===== config.mk =====
export PLATFORM = sky130hd
export DESIGN_NAME = mem_stage
export DESIGN_NICKNAME = d
export VERILOG_FILES = /design/src/hw/mem_stage_pkg.sv /design/src/hw/store_buffer.sv /design/src/hw/dtlb.sv /design/src/hw/data_cache.sv /design/src/hw/mem_stage.sv
export VERILOG_INCLUDE_DIRS = /design/src /design/src/include
export SDC_FILE = /design/constraint.sdc
export NUM_CORES = 2
export LEC_CHECK = 0
export BUFFER_PORTS_ARGS = -buffer_cell sky130_fd_sc_hd__buf_2
export CAP_MARGIN = 20
export CORE_MARGIN = 8
export CORE_UTILIZATION = 55
export DETAILED_ROUTE_END_ITERATION = 10
export PLACE_DENSITY = 0.75
export REMOVE_ABC_BUFFERS = 1
export SLEW_MARGIN = 20
export SYNTH_ARGS = -nofsm -noshare
export SYNTH_HDL_FRONTEND = slang
export SYNTH_HIERARCHICAL = 1
export SYNTH_SLANG_ARGS = --single-unit
export TNS_END_PERCENT = 1

===== constraint.sdc =====
create_clock -name clk -period 13.6 [get_ports clk]
set_input_delay 1.36 -clock clk [delete_from_list [all_inputs] [get_ports clk]]
set_output_delay 1.36 -clock clk [all_outputs]
set_load 0.02 [all_outputs]

===== src/include/mem_stage_defines.svh =====
`ifndef MEM_STAGE_DEFINES_SVH
`define MEM_STAGE_DEFINES_SVH

// Cache geometry
`define MS_LINE_BITS 128
`define MS_LINES 8

// Translation
`define MS_TLB_ENTRIES 4
`define MS_PAGE_BITS 12

// Store buffer and ROB
`define MS_SB_DEPTH 4
`define MS_ROB_IDX_BITS 4

`endif


===== src/hw/mem_stage_pkg.sv =====
`include "mem_stage_defines.svh"

package mem_stage_pkg;

    typedef enum logic [1:0] {
        OP_NONE,
        OP_LOAD,
        OP_STORE
    } mem_op_e;

    // funct3 encodings
    typedef enum logic [2:0] {
        W_BYTE   = 3'b000,
        W_HALF   = 3'b001,
        W_WORD   = 3'b010,
        W_BYTE_U = 3'b100,
        W_HALF_U = 3'b101
    } mem_width_e;

    typedef enum logic [2:0] {
        EXC_NONE      = 3'd0,
        EXC_DTLB_MISS = 3'd1
    } exc_e;

    typedef enum logic [1:0] {
        CS_IDLE,
        CS_WRITEBACK,
        CS_REFILL
    } cache_state_e;

    typedef struct packed {
        mem_op_e                     op;
        mem_width_e                  width;
        logic [31:0]                 addr;
        logic [31:0]                 data;
        logic [`MS_ROB_IDX_BITS-1:0] rob_idx;
    } mem_req_t;

    typedef struct packed {
        logic                        valid;
        logic [`MS_ROB_IDX_BITS-1:0] idx;
        logic                        is_store;
        exc_e                        exception;
    } rob_commit_t;

    typedef struct packed {
        logic                         valid;
        logic [31-`MS_PAGE_BITS:0]    vpage;
        logic [31-`MS_PAGE_BITS:0]    ppage;
    } tlb_write_t;

    typedef struct packed {
        logic                        complete;
        logic [`MS_ROB_IDX_BITS-1:0] rob_idx;
        logic [31:0]                 read_data;
        exc_e                        exception;
    } mem_stage_resp_t;

    // Line aligned address
    typedef struct packed {
        logic                     read_en;
        logic                     write_en;
        logic [31:0]              addr;
        logic [`MS_LINE_BITS-1:0] write_data;
    } mem_bus_req_t;

    typedef struct packed {
        logic        read;
        logic        write;
        mem_width_e  width;
        logic [31:0] addr;
        logic [31:0] data;
    } cache_access_t;

    // Picks the addressed byte or half out of a word and extends it
    function automatic logic [31:0] load_extend(logic [31:0] word, mem_width_e width,
                                                logic [1:0] offset);
        logic [31:0] shifted;
        shifted = word >> {offset, 3'b000};
        case (width)
            W_BYTE:   load_extend = {{24{shifted[7]}}, shifted[7:0]};
            W_BYTE_U: load_extend = {24'b0, shifted[7:0]};
            W_HALF:   load_extend = {{16{shifted[15]}}, shifted[15:0]};
            W_HALF_U: load_extend = {16'b0, shifted[15:0]};
            default:  load_extend = word;
        endcase
    endfunction

endpackage


===== src/hw/store_buffer.sv =====
`timescale 1ns/1ns
`include "mem_stage_defines.svh"

module store_buffer (
    input  logic                         clk,
    input  logic                         reset,
    input  mem_stage_pkg::mem_req_t      req,
    input  logic                         accept,
    input  mem_stage_pkg::rob_commit_t   rob_commit,
    input  logic                         drain_grant,
    output mem_stage_pkg::cache_access_t drain,
    output logic                         drain_valid,
    output logic                         bypass_hit,
    output logic [31:0]                  bypass_data,
    output logic                         full_stall,
    output logic                         overlap_stall
);
    localparam int DEPTH = `MS_SB_DEPTH;
    localparam int PTR_W = $clog2(DEPTH);
    localparam int CNT_W = $clog2(DEPTH + 1);

    typedef struct packed {
        logic [31:0]                 addr;
        logic [31:0]                 data;
        mem_stage_pkg::mem_width_e   width;
        logic [`MS_ROB_IDX_BITS-1:0] rob_idx;
    } sb_entry_t;

    sb_entry_t        entries [DEPTH];
    logic [DEPTH-1:0] valid;
    logic [DEPTH-1:0] committed;
    logic [PTR_W-1:0] head;
    logic [PTR_W-1:0] tail;
    logic [CNT_W-1:0] count;
    logic [CNT_W-1:0] n_committed;
    logic             is_load;
    logic             push;
    logic             commit_store;
    logic             flush;

    assign is_load = req.op == mem_stage_pkg::OP_LOAD;
    assign commit_store = rob_commit.valid && rob_commit.is_store
                          && rob_commit.exception == mem_stage_pkg::EXC_NONE;
    assign flush = rob_commit.valid && rob_commit.exception != mem_stage_pkg::EXC_NONE;
    // A flush also kills a store accepted in the same cycle
    assign push = accept && req.op == mem_stage_pkg::OP_STORE && !flush;
    assign full_stall = req.op == mem_stage_pkg::OP_STORE && count == CNT_W'(DEPTH);

    // Committed entries always sit at the head
    always_comb begin
        n_committed = '0;
        for (int i = 0; i < DEPTH; i++)
            n_committed = n_committed + CNT_W'(valid[i] & committed[i]);
    end

    // Load check, walked oldest to youngest so the youngest match wins
    always_comb begin
        logic [PTR_W-1:0] slot;
        logic [31:0]      word;
        logic             found;
        logic             partial;
        word = '0;
        found = 1'b0;
        partial = 1'b0;
        for (int k = 0; k < DEPTH; k++) begin
            slot = head + PTR_W'(k);
            if (valid[slot] && entries[slot].addr[31:2] == req.addr[31:2]) begin
                found = entries[slot].width == mem_stage_pkg::W_WORD;
                partial = !found;
                word = entries[slot].data;
            end
        end
        bypass_hit = is_load && found;
        overlap_stall = is_load && partial;
        bypass_data = mem_stage_pkg::load_extend(word, req.width, req.addr[1:0]);
    end

    assign drain_valid = valid[head] && committed[head];
    assign drain = '{read:  1'b0,
                     write: drain_valid,
                     width: entries[head].width,
                     addr:  entries[head].addr,
                     data:  entries[head].data};

    always_ff @(posedge clk) begin
        if (reset) begin
            valid <= '0;
            committed <= '0;
            head <= '0;
            tail <= '0;
            count <= '0;
        end else begin
            for (int i = 0; i < DEPTH; i++) begin
                if (commit_store && valid[i] && entries[i].rob_idx == rob_commit.idx)
                    committed[i] <= 1'b1;
            end
            if (drain_grant) begin
                valid[head] <= 1'b0;
                committed[head] <= 1'b0;
                head <= head + 1'b1;
            end
            if (flush) begin
                // Keep only the committed run behind the head
                for (int i = 0; i < DEPTH; i++) begin
                    if (!committed[i])
                        valid[i] <= 1'b0;
                end
                tail <= head + n_committed[PTR_W-1:0];
                count <= n_committed - CNT_W'(drain_grant);
            end else begin
                if (push) begin
                    valid[tail] <= 1'b1;
                    committed[tail] <= 1'b0;
                    tail <= tail + 1'b1;
                end
                count <= count + CNT_W'(push) - CNT_W'(drain_grant);
            end
        end
    end

    always_ff @(posedge clk) begin
        if (push)
            entries[tail] <= '{addr: req.addr, data: req.data, width: req.width,
                               rob_idx: req.rob_idx};
    end

    assert property (@(posedge clk) disable iff (reset) push |-> count != CNT_W'(DEPTH))
        else $error("store buffer enqueue while full");
    assert property (@(posedge clk) disable iff (reset) drain_grant |-> count != '0)
        else $error("store buffer drain while empty");

endmodule


===== src/hw/dtlb.sv =====
`timescale 1ns/1ns
`include "mem_stage_defines.svh"

module dtlb (
    input  logic                      clk,
    input  logic                      reset,
    input  logic                      supervisor,
    input  logic [31:0]               vaddr,
    input  mem_stage_pkg::tlb_write_t tlb_write,
    output logic [31:0]               paddr,
    output logic                      hit
);
    localparam int ENTRIES = `MS_TLB_ENTRIES;
    localparam int PAGE_W = 32 - `MS_PAGE_BITS;
    localparam int PTR_W = $clog2(ENTRIES);

    logic [ENTRIES-1:0] valid;
    logic [PAGE_W-1:0]  vpage [ENTRIES];
    logic [PAGE_W-1:0]  ppage [ENTRIES];
    logic [ENTRIES-1:0] match;
    logic [PAGE_W-1:0]  ppage_sel;
    logic [PTR_W-1:0]   rr_ptr;
    logic [PTR_W-1:0]   write_slot;
    logic               write_found;

    always_comb begin
        ppage_sel = '0;
        write_slot = rr_ptr;
        write_found = 1'b0;
        for (int i = 0; i < ENTRIES; i++) begin
            match[i] = valid[i] && vpage[i] == vaddr[31:`MS_PAGE_BITS];
            if (match[i])
                ppage_sel = ppage_sel | ppage[i];
            // Rewrite of an existing page reuses its slot
            if (valid[i] && vpage[i] == tlb_write.vpage) begin
                write_slot = PTR_W'(i);
                write_found = 1'b1;
            end
        end
    end

    // Supervisor accesses are identity mapped
    assign hit = supervisor || |match;
    assign paddr = supervisor ? vaddr : {ppage_sel, vaddr[`MS_PAGE_BITS-1:0]};

    always_ff @(posedge clk) begin
        if (reset) begin
            valid <= '0;
            rr_ptr <= '0;
        end else if (tlb_write.valid) begin
            valid[write_slot] <= 1'b1;
            if (!write_found)
                rr_ptr <= rr_ptr + 1'b1;
        end
    end

    always_ff @(posedge clk) begin
        if (tlb_write.valid) begin
            vpage[write_slot] <= tlb_write.vpage;
            ppage[write_slot] <= tlb_write.ppage;
        end
    end

    assert property (@(posedge clk) disable iff (reset) $onehot0(match))
        else $error("dtlb multiple entries match");

endmodule


===== src/hw/data_cache.sv =====
`timescale 1ns/1ns
`include "mem_stage_defines.svh"

module data_cache (
    input  logic                         clk,
    input  logic                         reset,
    input  mem_stage_pkg::cache_access_t access,
    input  logic                         tlb_hit,
    output logic [31:0]                  read_data,
    output logic                         busy,
    output mem_stage_pkg::mem_bus_req_t  mem_bus,
    input  logic [`MS_LINE_BITS-1:0]     mem_read_data,
    input  logic                         mem_ready
);
    localparam int LINES = `MS_LINES;
    localparam int OFF_W = $clog2(`MS_LINE_BITS / 8);
    localparam int IDX_W = $clog2(LINES);
    localparam int TAG_W = 32 - OFF_W - IDX_W;

    mem_stage_pkg::cache_state_e state;
    logic [LINES-1:0]         valid;
    logic [LINES-1:0]         dirty;
    logic [TAG_W-1:0]         tags [LINES];
    logic [`MS_LINE_BITS-1:0] lines [LINES];
    logic [IDX_W-1:0]         idx;
    logic [IDX_W-1:0]         miss_idx;
    logic [TAG_W-1:0]         tag;
    logic [TAG_W-1:0]         miss_tag;
    logic [OFF_W-3:0]         word_sel;
    logic                     active;
    logic                     line_hit;
    logic                     miss;
    logic [31:0]              cur_word;
    logic [31:0]              merged_word;

    assign idx = access.addr[OFF_W +: IDX_W];
    assign tag = access.addr[31 -: TAG_W];
    assign word_sel = access.addr[OFF_W-1:2];
    // Untranslated accesses are dropped here
    assign active = (access.read || access.write) && tlb_hit;
    assign line_hit = valid[idx] && tags[idx] == tag;
    assign miss = active && !line_hit && state == mem_stage_pkg::CS_IDLE;
    assign busy = state != mem_stage_pkg::CS_IDLE || miss;

    assign cur_word = lines[idx][{word_sel, 5'b00000} +: 32];
    assign read_data = mem_stage_pkg::load_extend(cur_word, access.width, access.addr[1:0]);

    // Byte lane merge for sub-word stores
    always_comb begin
        logic [3:0]  mask;
        logic [31:0] wdata;
        case (access.width)
            mem_stage_pkg::W_BYTE, mem_stage_pkg::W_BYTE_U: begin
                mask = 4'b0001 << access.addr[1:0];
                wdata = {4{access.data[7:0]}};
            end
            mem_stage_pkg::W_HALF, mem_stage_pkg::W_HALF_U: begin
                mask = 4'b0011 << access.addr[1:0];
                wdata = {2{access.data[15:0]}};
            end
            default: begin
                mask = 4'b1111;
                wdata = access.data;
            end
        endcase
        for (int b = 0; b < 4; b++)
            merged_word[8*b +: 8] = mask[b] ? wdata[8*b +: 8] : cur_word[8*b +: 8];
    end

    // Bus request held steady by the FSM state alone
    always_comb begin
        mem_bus = '0;
        case (state)
            mem_stage_pkg::CS_WRITEBACK: begin
                mem_bus.write_en = 1'b1;
                mem_bus.addr = {tags[miss_idx], miss_idx, {OFF_W{1'b0}}};
                mem_bus.write_data = lines[miss_idx];
            end
            mem_stage_pkg::CS_REFILL: begin
                mem_bus.read_en = 1'b1;
                mem_bus.addr = {miss_tag, miss_idx, {OFF_W{1'b0}}};
            end
            default: ;
        endcase
    end

    always_ff @(posedge clk) begin
        if (reset) begin
            state <= mem_stage_pkg::CS_IDLE;
            valid <= '0;
            dirty <= '0;
        end else begin
            case (state)
                mem_stage_pkg::CS_IDLE: begin
                    if (miss)
                        state <= (valid[idx] && dirty[idx]) ? mem_stage_pkg::CS_WRITEBACK
                                                            : mem_stage_pkg::CS_REFILL;
                    else if (active && access.write)
                        dirty[idx] <= 1'b1;
                end
                mem_stage_pkg::CS_WRITEBACK: begin
                    if (mem_ready) begin
                        dirty[miss_idx] <= 1'b0;
                        state <= mem_stage_pkg::CS_REFILL;
                    end
                end
                default: begin
                    if (mem_ready) begin
                        valid[miss_idx] <= 1'b1;
                        state <= mem_stage_pkg::CS_IDLE;
                    end
                end
            endcase
        end
    end

    always_ff @(posedge clk) begin
        if (miss) begin
            miss_idx <= idx;
            miss_tag <= tag;
        end
        if (state == mem_stage_pkg::CS_IDLE && active && line_hit && access.write)
            lines[idx][{word_sel, 5'b00000} +: 32] <= merged_word;
        if (state == mem_stage_pkg::CS_REFILL && mem_ready) begin
            lines[miss_idx] <= mem_read_data;
            tags[miss_idx] <= miss_tag;
        end
    end

    assert property (@(posedge clk) disable iff (reset) !(mem_bus.read_en && mem_bus.write_en))
        else $error("cache drives read and write together");
    assert property (@(posedge clk) disable iff (reset)
        (mem_bus.read_en || mem_bus.write_en) && !mem_ready |=> $stable(mem_bus))
        else $error("cache bus request changed before ready");

endmodule


===== src/hw/mem_stage.sv =====
`timescale 1ns/1ns
`include "mem_stage_defines.svh"

module mem_stage (
    input  logic                            clk,
    input  logic                            reset,
    input  mem_stage_pkg::mem_req_t         req,
    input  mem_stage_pkg::rob_commit_t      rob_commit,
    input  logic                            supervisor,
    input  mem_stage_pkg::tlb_write_t       tlb_write,
    input  logic [`MS_LINE_BITS-1:0]        mem_read_data,
    input  logic                            mem_ready,
    output mem_stage_pkg::mem_stage_resp_t  resp,
    output logic                            stall,
    output mem_stage_pkg::mem_bus_req_t     mem_bus
);
    mem_stage_pkg::cache_access_t sb_drain;
    mem_stage_pkg::cache_access_t cache_acc;
    logic        load_req;
    logic        use_load;
    logic        accept;
    logic        drain_grant;
    logic        sb_drain_valid;
    logic        sb_bypass_hit;
    logic        sb_full;
    logic        sb_overlap;
    logic [31:0] sb_bypass_data;
    logic [31:0] cache_rd;
    logic [31:0] tlb_paddr;
    logic        tlb_hit;
    logic        cache_busy;

    assign load_req = req.op == mem_stage_pkg::OP_LOAD;
    // Loads own the cache port unless parked behind a partial store
    assign use_load = load_req && !sb_overlap;
    assign drain_grant = !use_load && sb_drain_valid && !cache_busy;
    assign stall = cache_busy || sb_full || sb_overlap;
    assign accept = req.op != mem_stage_pkg::OP_NONE && !stall;

    always_comb begin
        if (use_load) begin
            cache_acc = '{read:  !sb_bypass_hit,
                          write: 1'b0,
                          width: req.width,
                          addr:  tlb_paddr,
                          data:  req.data};
        end else begin
            cache_acc = sb_drain;
            cache_acc.write = sb_drain_valid;
            cache_acc.addr = tlb_paddr;
        end
    end

    // Store translation is checked when the entry drains
    always_comb begin
        resp.complete = accept;
        resp.rob_idx = req.rob_idx;
        resp.exception = (load_req && !sb_bypass_hit && !tlb_hit)
                         ? mem_stage_pkg::EXC_DTLB_MISS : mem_stage_pkg::EXC_NONE;
        resp.read_data = !load_req ? 32'b0 : sb_bypass_hit ? sb_bypass_data : cache_rd;
    end

    store_buffer sb0 (
        .clk(clk),
        .reset(reset),
        .req(req),
        .accept(accept),
        .rob_commit(rob_commit),
        .drain_grant(drain_grant),
        .drain(sb_drain),
        .drain_valid(sb_drain_valid),
        .bypass_hit(sb_bypass_hit),
        .bypass_data(sb_bypass_data),
        .full_stall(sb_full),
        .overlap_stall(sb_overlap)
    );

    dtlb dtlb0 (
        .clk(clk),
        .reset(reset),
        .supervisor(supervisor),
        .vaddr(use_load ? req.addr : sb_drain.addr),
        .tlb_write(tlb_write),
        .paddr(tlb_paddr),
        .hit(tlb_hit)
    );

    data_cache dcache0 (
        .clk(clk),
        .reset(reset),
        .access(cache_acc),
        .tlb_hit(tlb_hit),
        .read_data(cache_rd),
        .busy(cache_busy),
        .mem_bus(mem_bus),
        .mem_read_data(mem_read_data),
        .mem_ready(mem_ready)
    );

endmodule


* After elaboration in Yosys (flattened, before gate mapping) *
Memories as Yosys holds them, arrays and structs flattened. A register that Yosys moved wholly into a read port is not among the register bits.
Index checks and enable logic that the tools add are counted.

word-level totals
  bits in registers = 67
  memory bits (writable) = 1668
  bits of input ports = 255
  output and inout port bits = 203
  word-level logic and storage cells = 305
  memories kept = 5

memories
  memory         depth  width  rd ports  clocked after memory_dff  write ports  RTL line            RTL
  dcache0.lines  8      128    2         1                         1            data_cache.sv:24    logic [`MS_LINE_BITS-1:0] lines [LINES];
  sb0.entries    4      71     8         1                         1            store_buffer.sv:29  sb_entry_t entries [DEPTH];
  dcache0.tags   8      25     2         1                         1            data_cache.sv:23    logic [TAG_W-1:0] tags [LINES];
  dtlb0.ppage    4      20     4         0                         1            dtlb.sv:19          logic [PAGE_W-1:0] ppage [ENTRIES];
  dtlb0.vpage    4      20     4         0                         1            dtlb.sv:18          logic [PAGE_W-1:0] vpage [ENTRIES];

operators by class
  $add $sub $neg = 13
  $lt $le $gt $ge = 13
  eq/ne operators = 36
  shift-type cells = 7
  mux-type cells = 113
  bitwise gates (word level) = 20
  reduce and logical (&&, ||, !) cells = 86

operators by type and width
  kind                                                                           count
  128-bit two-way mux                                                            4
  32-bit two-way mux                                                             8
  32-bit one-hot mux with 4 select lines                                         2
  20-bit == test                                                                 8
  32-bit one-hot mux with 2 select lines                                         2
  128-bit OR reduction                                                           1
  32-bit by 9-bit variable shift with 128-bit output (first input constant)      1
  128-bit by 8-bit variable part select with 32-bit output                       1
  32-bit by 9-bit variable part select with 128-bit output                       1
  30-bit == test                                                                 4
  20-bit two-way mux                                                             4
  69-bit two-way mux                                                             1
  32-bit by 5-bit right shift with 16-bit output                                 2
  20-bit bitwise OR                                                              3
  8-bit two-way mux                                                              7
  1-bit logical AND                                                              50
  1-bit two-way mux                                                              46
  4-bit two-way mux                                                              8
  25-bit == test                                                                 1
  2-bit two-way mux                                                              12
  2-bit by 3-bit less-than comparator with 1-bit output (second input constant)  6
  4-bit == test                                                                  4
  8-bit bitwise OR                                                               2
  8-bit one-hot mux with 2 select lines                                          1
  other kinds (44)                                                               109

* Depth between registers and ports, before layout *
  depth in word-level cells = 38
  depth in mapped cells = 52
  gate-level depth less buffers = 39

* Hierarchy *
Netlist, hierarchy kept.

by module, submodules not included
  module        instances  cells each  area an instance (um^2)  seq. area each (um^2)
  data_cache    1          4072        62408.6                  38016.5
  store_buffer  1          1547        20007.9                  8868.5
  dtlb          1          542         7813.7                   4924.7
  mem_stage     1          164         1436.4                   0.0

* Least setup slack after synthesis *
Ideal clock, no wire load.

  kind = flip-flop to flip-flop
  from = reg sb0.head[0]
  to = mem dcache0/lines[0][0] (netlist bit) (enable)
  library setup time = 466 ps
  data arrival time = 9975 ps
  data required time = 13134 ps
  path slack = 3159 ps
  cell stages (with the launch flop) = 39
  path buffers = 13
  clock period less this slack = 10441 ps
  path through = dfxtp_1 -> buf_4 -> buf_6 -> buf_6 -> inv_2 -> ha_1 -> buf_2 -> inv_1 -> buf_2 -> buf_1 -> mux2i_1 -> xnor2_1 -> nand4_1 -> nor4_2 -> nand2_1 -> buf_2 -> clkbuf_1 -> buf_2 -> [... 3 more ...] -> nor3b_4 -> buf_6 -> mux2_2 -> buf_2 -> xor2_1 -> nor4_1 -> nand4_1 -> nor4_1 -> buf_4 -> a22oi_2 -> nand2_1 -> mux2_2 -> and3_1 -> o22ai_1 -> nor4_1 -> nand4_1 -> or3_1 -> o21ai_0

RTL lines
  element                 RTL line             RTL
  from (decl)             store_buffer.sv:32   logic [PTR_W-1:0] head;
  from (signal assigned)  store_buffer.sv:100  head <= head + 1'b1;
  to (decl)               data_cache.sv:24

==> flow_metrics.py <==
metrics = {
    "run_status": {
        "outcome": "completed",
    },
    "setup_path": {
        "rr_worst_depth": 42,
        "arrival_ns": 11.69,
        "crit_start": "sb0/head[1]",
        "critPathKind": "flip-flop to output pin",
        "reg2reg_to": "sb0/count[2]",
        "endpoint_kind": "output pin",
        "critPathLaunchType": "flip-flop",
        "crit_path_max_incr_delay_ns": 0.73,
        "critPathSlowestCell": "nand4_2",
        "r2r-start": "sb0/head[1]",
        "path_max_fanout": 106,
        "required_ns": 12.24,
        "regToRegSetupSlack_ns": 1.66,
    },
    "place": {
        "place_area_um2": 96600,
        "gp_congestion": 1.01,
        "portBuffers": 451,
        "hpwl_um": 225000,
        "dp_cells": 8673,
    },
    "hold_path": {
        "holdCritPathClass": "flip-flop to flip-flop",
        "worstHoldPathCells": 2,
        "holdCritStartpoint": "dcache0/valid[0]",
        "holdPathEnd": "dcache0/valid[0]",
    },
    "power": {
        "power_mw": 12.6,
        "p_leak_nw": 34.8,
        "irDropWorstVdd_mv": 0.133,
        "powerDensity_nw_per_um2": 123,
    },
    "sta": {
        "period_share_pct": 96.0,
        "rsz0062_at_grt": "no",
        "setup_viol": 0,
        "slew_headroom_pct": 14.7,
        "slew_violations": 0,
        "worst_slew_pin_slew_ns": 1.27,
        "max_clock_freq_mhz": 76.6,
        "setup_tns_ns": 0,
        "hold_violations": 0,
        "fin_skew_ns": 0.0479,
        "min_period_ns": 13.05,
    },
    "global_routing": {
        "overflow": 0,
        "antenna_found_initial": 44,
        "grt_util_all_layers_pct": 36.0,
        "grt_pass1_wl_um": 471000,
        "grt_max_degree": 128,
        "first_global_vias": 64362,
    },
    "yosys": {
        "ys.warnings.count": 6,
        "synthCells": 6324,
        "synth.avg_cell_area_um2": 14.5,
        "syn-cell-area_um2": 91700,
    },
    "die": {
        "core_um2": 166000,
        "core.rowCount": 150,
        "die_h_um": 424,
        "ios": 458,
        "start_util_pct": 55.1,
        "fp.dieW_um": 424,
        "dieArea_um2": 180000,
    },
    "final_layout": {
        "post-route-util_pct": 61.6,
        "drive_gt1_share_pct": 27.2,
        "final_cells": 9044,
        "final_common_cell": "edfxtp_1",
        "area_growth_pct": 11.8,
        "multi_input_area_um2": 37500,
        "layout.nets": 6930,
        "finalInstanceArea_um2": 102000,
        "register_area_um2": 51800,
        "layout_common_cells": "edfxtp_1 (1696), mux2i_1 (526), mux4_2 (509)",
        "nFillCells": 12243,
    },
    "clocking": {
        "clock_latency_ns": 0.86,
        "cts_htree_levels": 4,
        "cts_setup_buffers": 0,
        "ctsHoldBuffers": 0,
        "clk_path_buf_depth": 3,
        "cts_num_sinks": 1740,
        "clk_pin_slew_worst_paths_ns": 0.07,
        "post_cts_resized": 0,
        "cts_buffers": 177,
        "cts_tree": "built",
        "ctsRootBufferMaster": "clkbuf_16",
    },
    "route": {
        "ant_nets": 0,
        "wirelength_um": 336000,
        "drtPass1Iterations": 9,
        "num_vias": 66559,
        "drt-initial-drc-count": 11037,
        "wl_per_cell_um": 37.1,
        "drc": 0,
        "vias_per_cell": 7.36,
    },
    "job": {
        "maxCapViolCount": 0,
    },
}
-- report_power, final --
group / switching (mW) / internal (mW) / leakage, nW
Combinational: 1.08 / 0.552 / 16.0
Clock: 2.13 / 2.75 / 2.81
Sequential: 0.0775 / 6.02 / 15.9
-- how the worst max path moves through the flow --
stage,endpoint,depth (start not counted),slack [ns]
after floorplan,dcache0/lines[0][0],20,-14.89
after global routing,resp[16],26,0.43
after CTS,resp[16],26,1.03
after detailed placement,sb0/count[2],42,1.95
final,resp[16],26,0.55
after global placement,sb0/count[2],40,2.03
-- cell type report --
cell class	count	area share, %
tap	2204	2.69
sequential	1740	50.6
clock inverter	112	1.11
clock buffer	216	4.50
timing repair buffer	684	4.12
inverter	66	0.250
antenna	41	0.100
multi-input combinational	3981	36.6
-- critical path: cells and delay by family, from the launching register on --
kind | cells | cell delay, ns
AOI/OAI and AO/OA | 8 | 3.05
adders and majority gates | 1 | 0.41
buffers and inverters | 6 | 2.74
DFF | 1 | 0.32
muxes | 3 | 1.35
and+or+nand+nor | 8 | 2.82
-- metrics by stage --
step	hold slack [ns]	setup slack (ns)
2_1_floorplan	0.436	-14.89
3_3_place_gp	0.452	2.03
3_5_place_dp	0.455	1.95
4_1_cts	0.470	1.03
5_1_grt	0.487	0.432
6_report	0.473	0.550
-- sequential cells by signal, summed over array words and instances, names as in the netlist, 3 cells and up, named ones only --
signal            cells
dcache0/dirty         8
sb0/entries         284
sb0/committed         4
dtlb0/ppage          80
dcache0/valid         8
dcache0/miss_tag     25
sb0/count             3
dtlb0/vpage          80
dcache0/tags        200
dtlb0/valid           4
sb0/valid             4
dcache0/miss_idx      3
dcache0/lines      1024
-- routing by layer --
layer	up-vias	wire (um)	global-route usage [%]
met1	33101	111000	45.2
met3	1318	51200	13.3
met4	20	29900	26.3
li1	26113	-	-
met5	-	138	0.188
met2	6007	143000	51.5
Power figures use the tool's default switching activity.
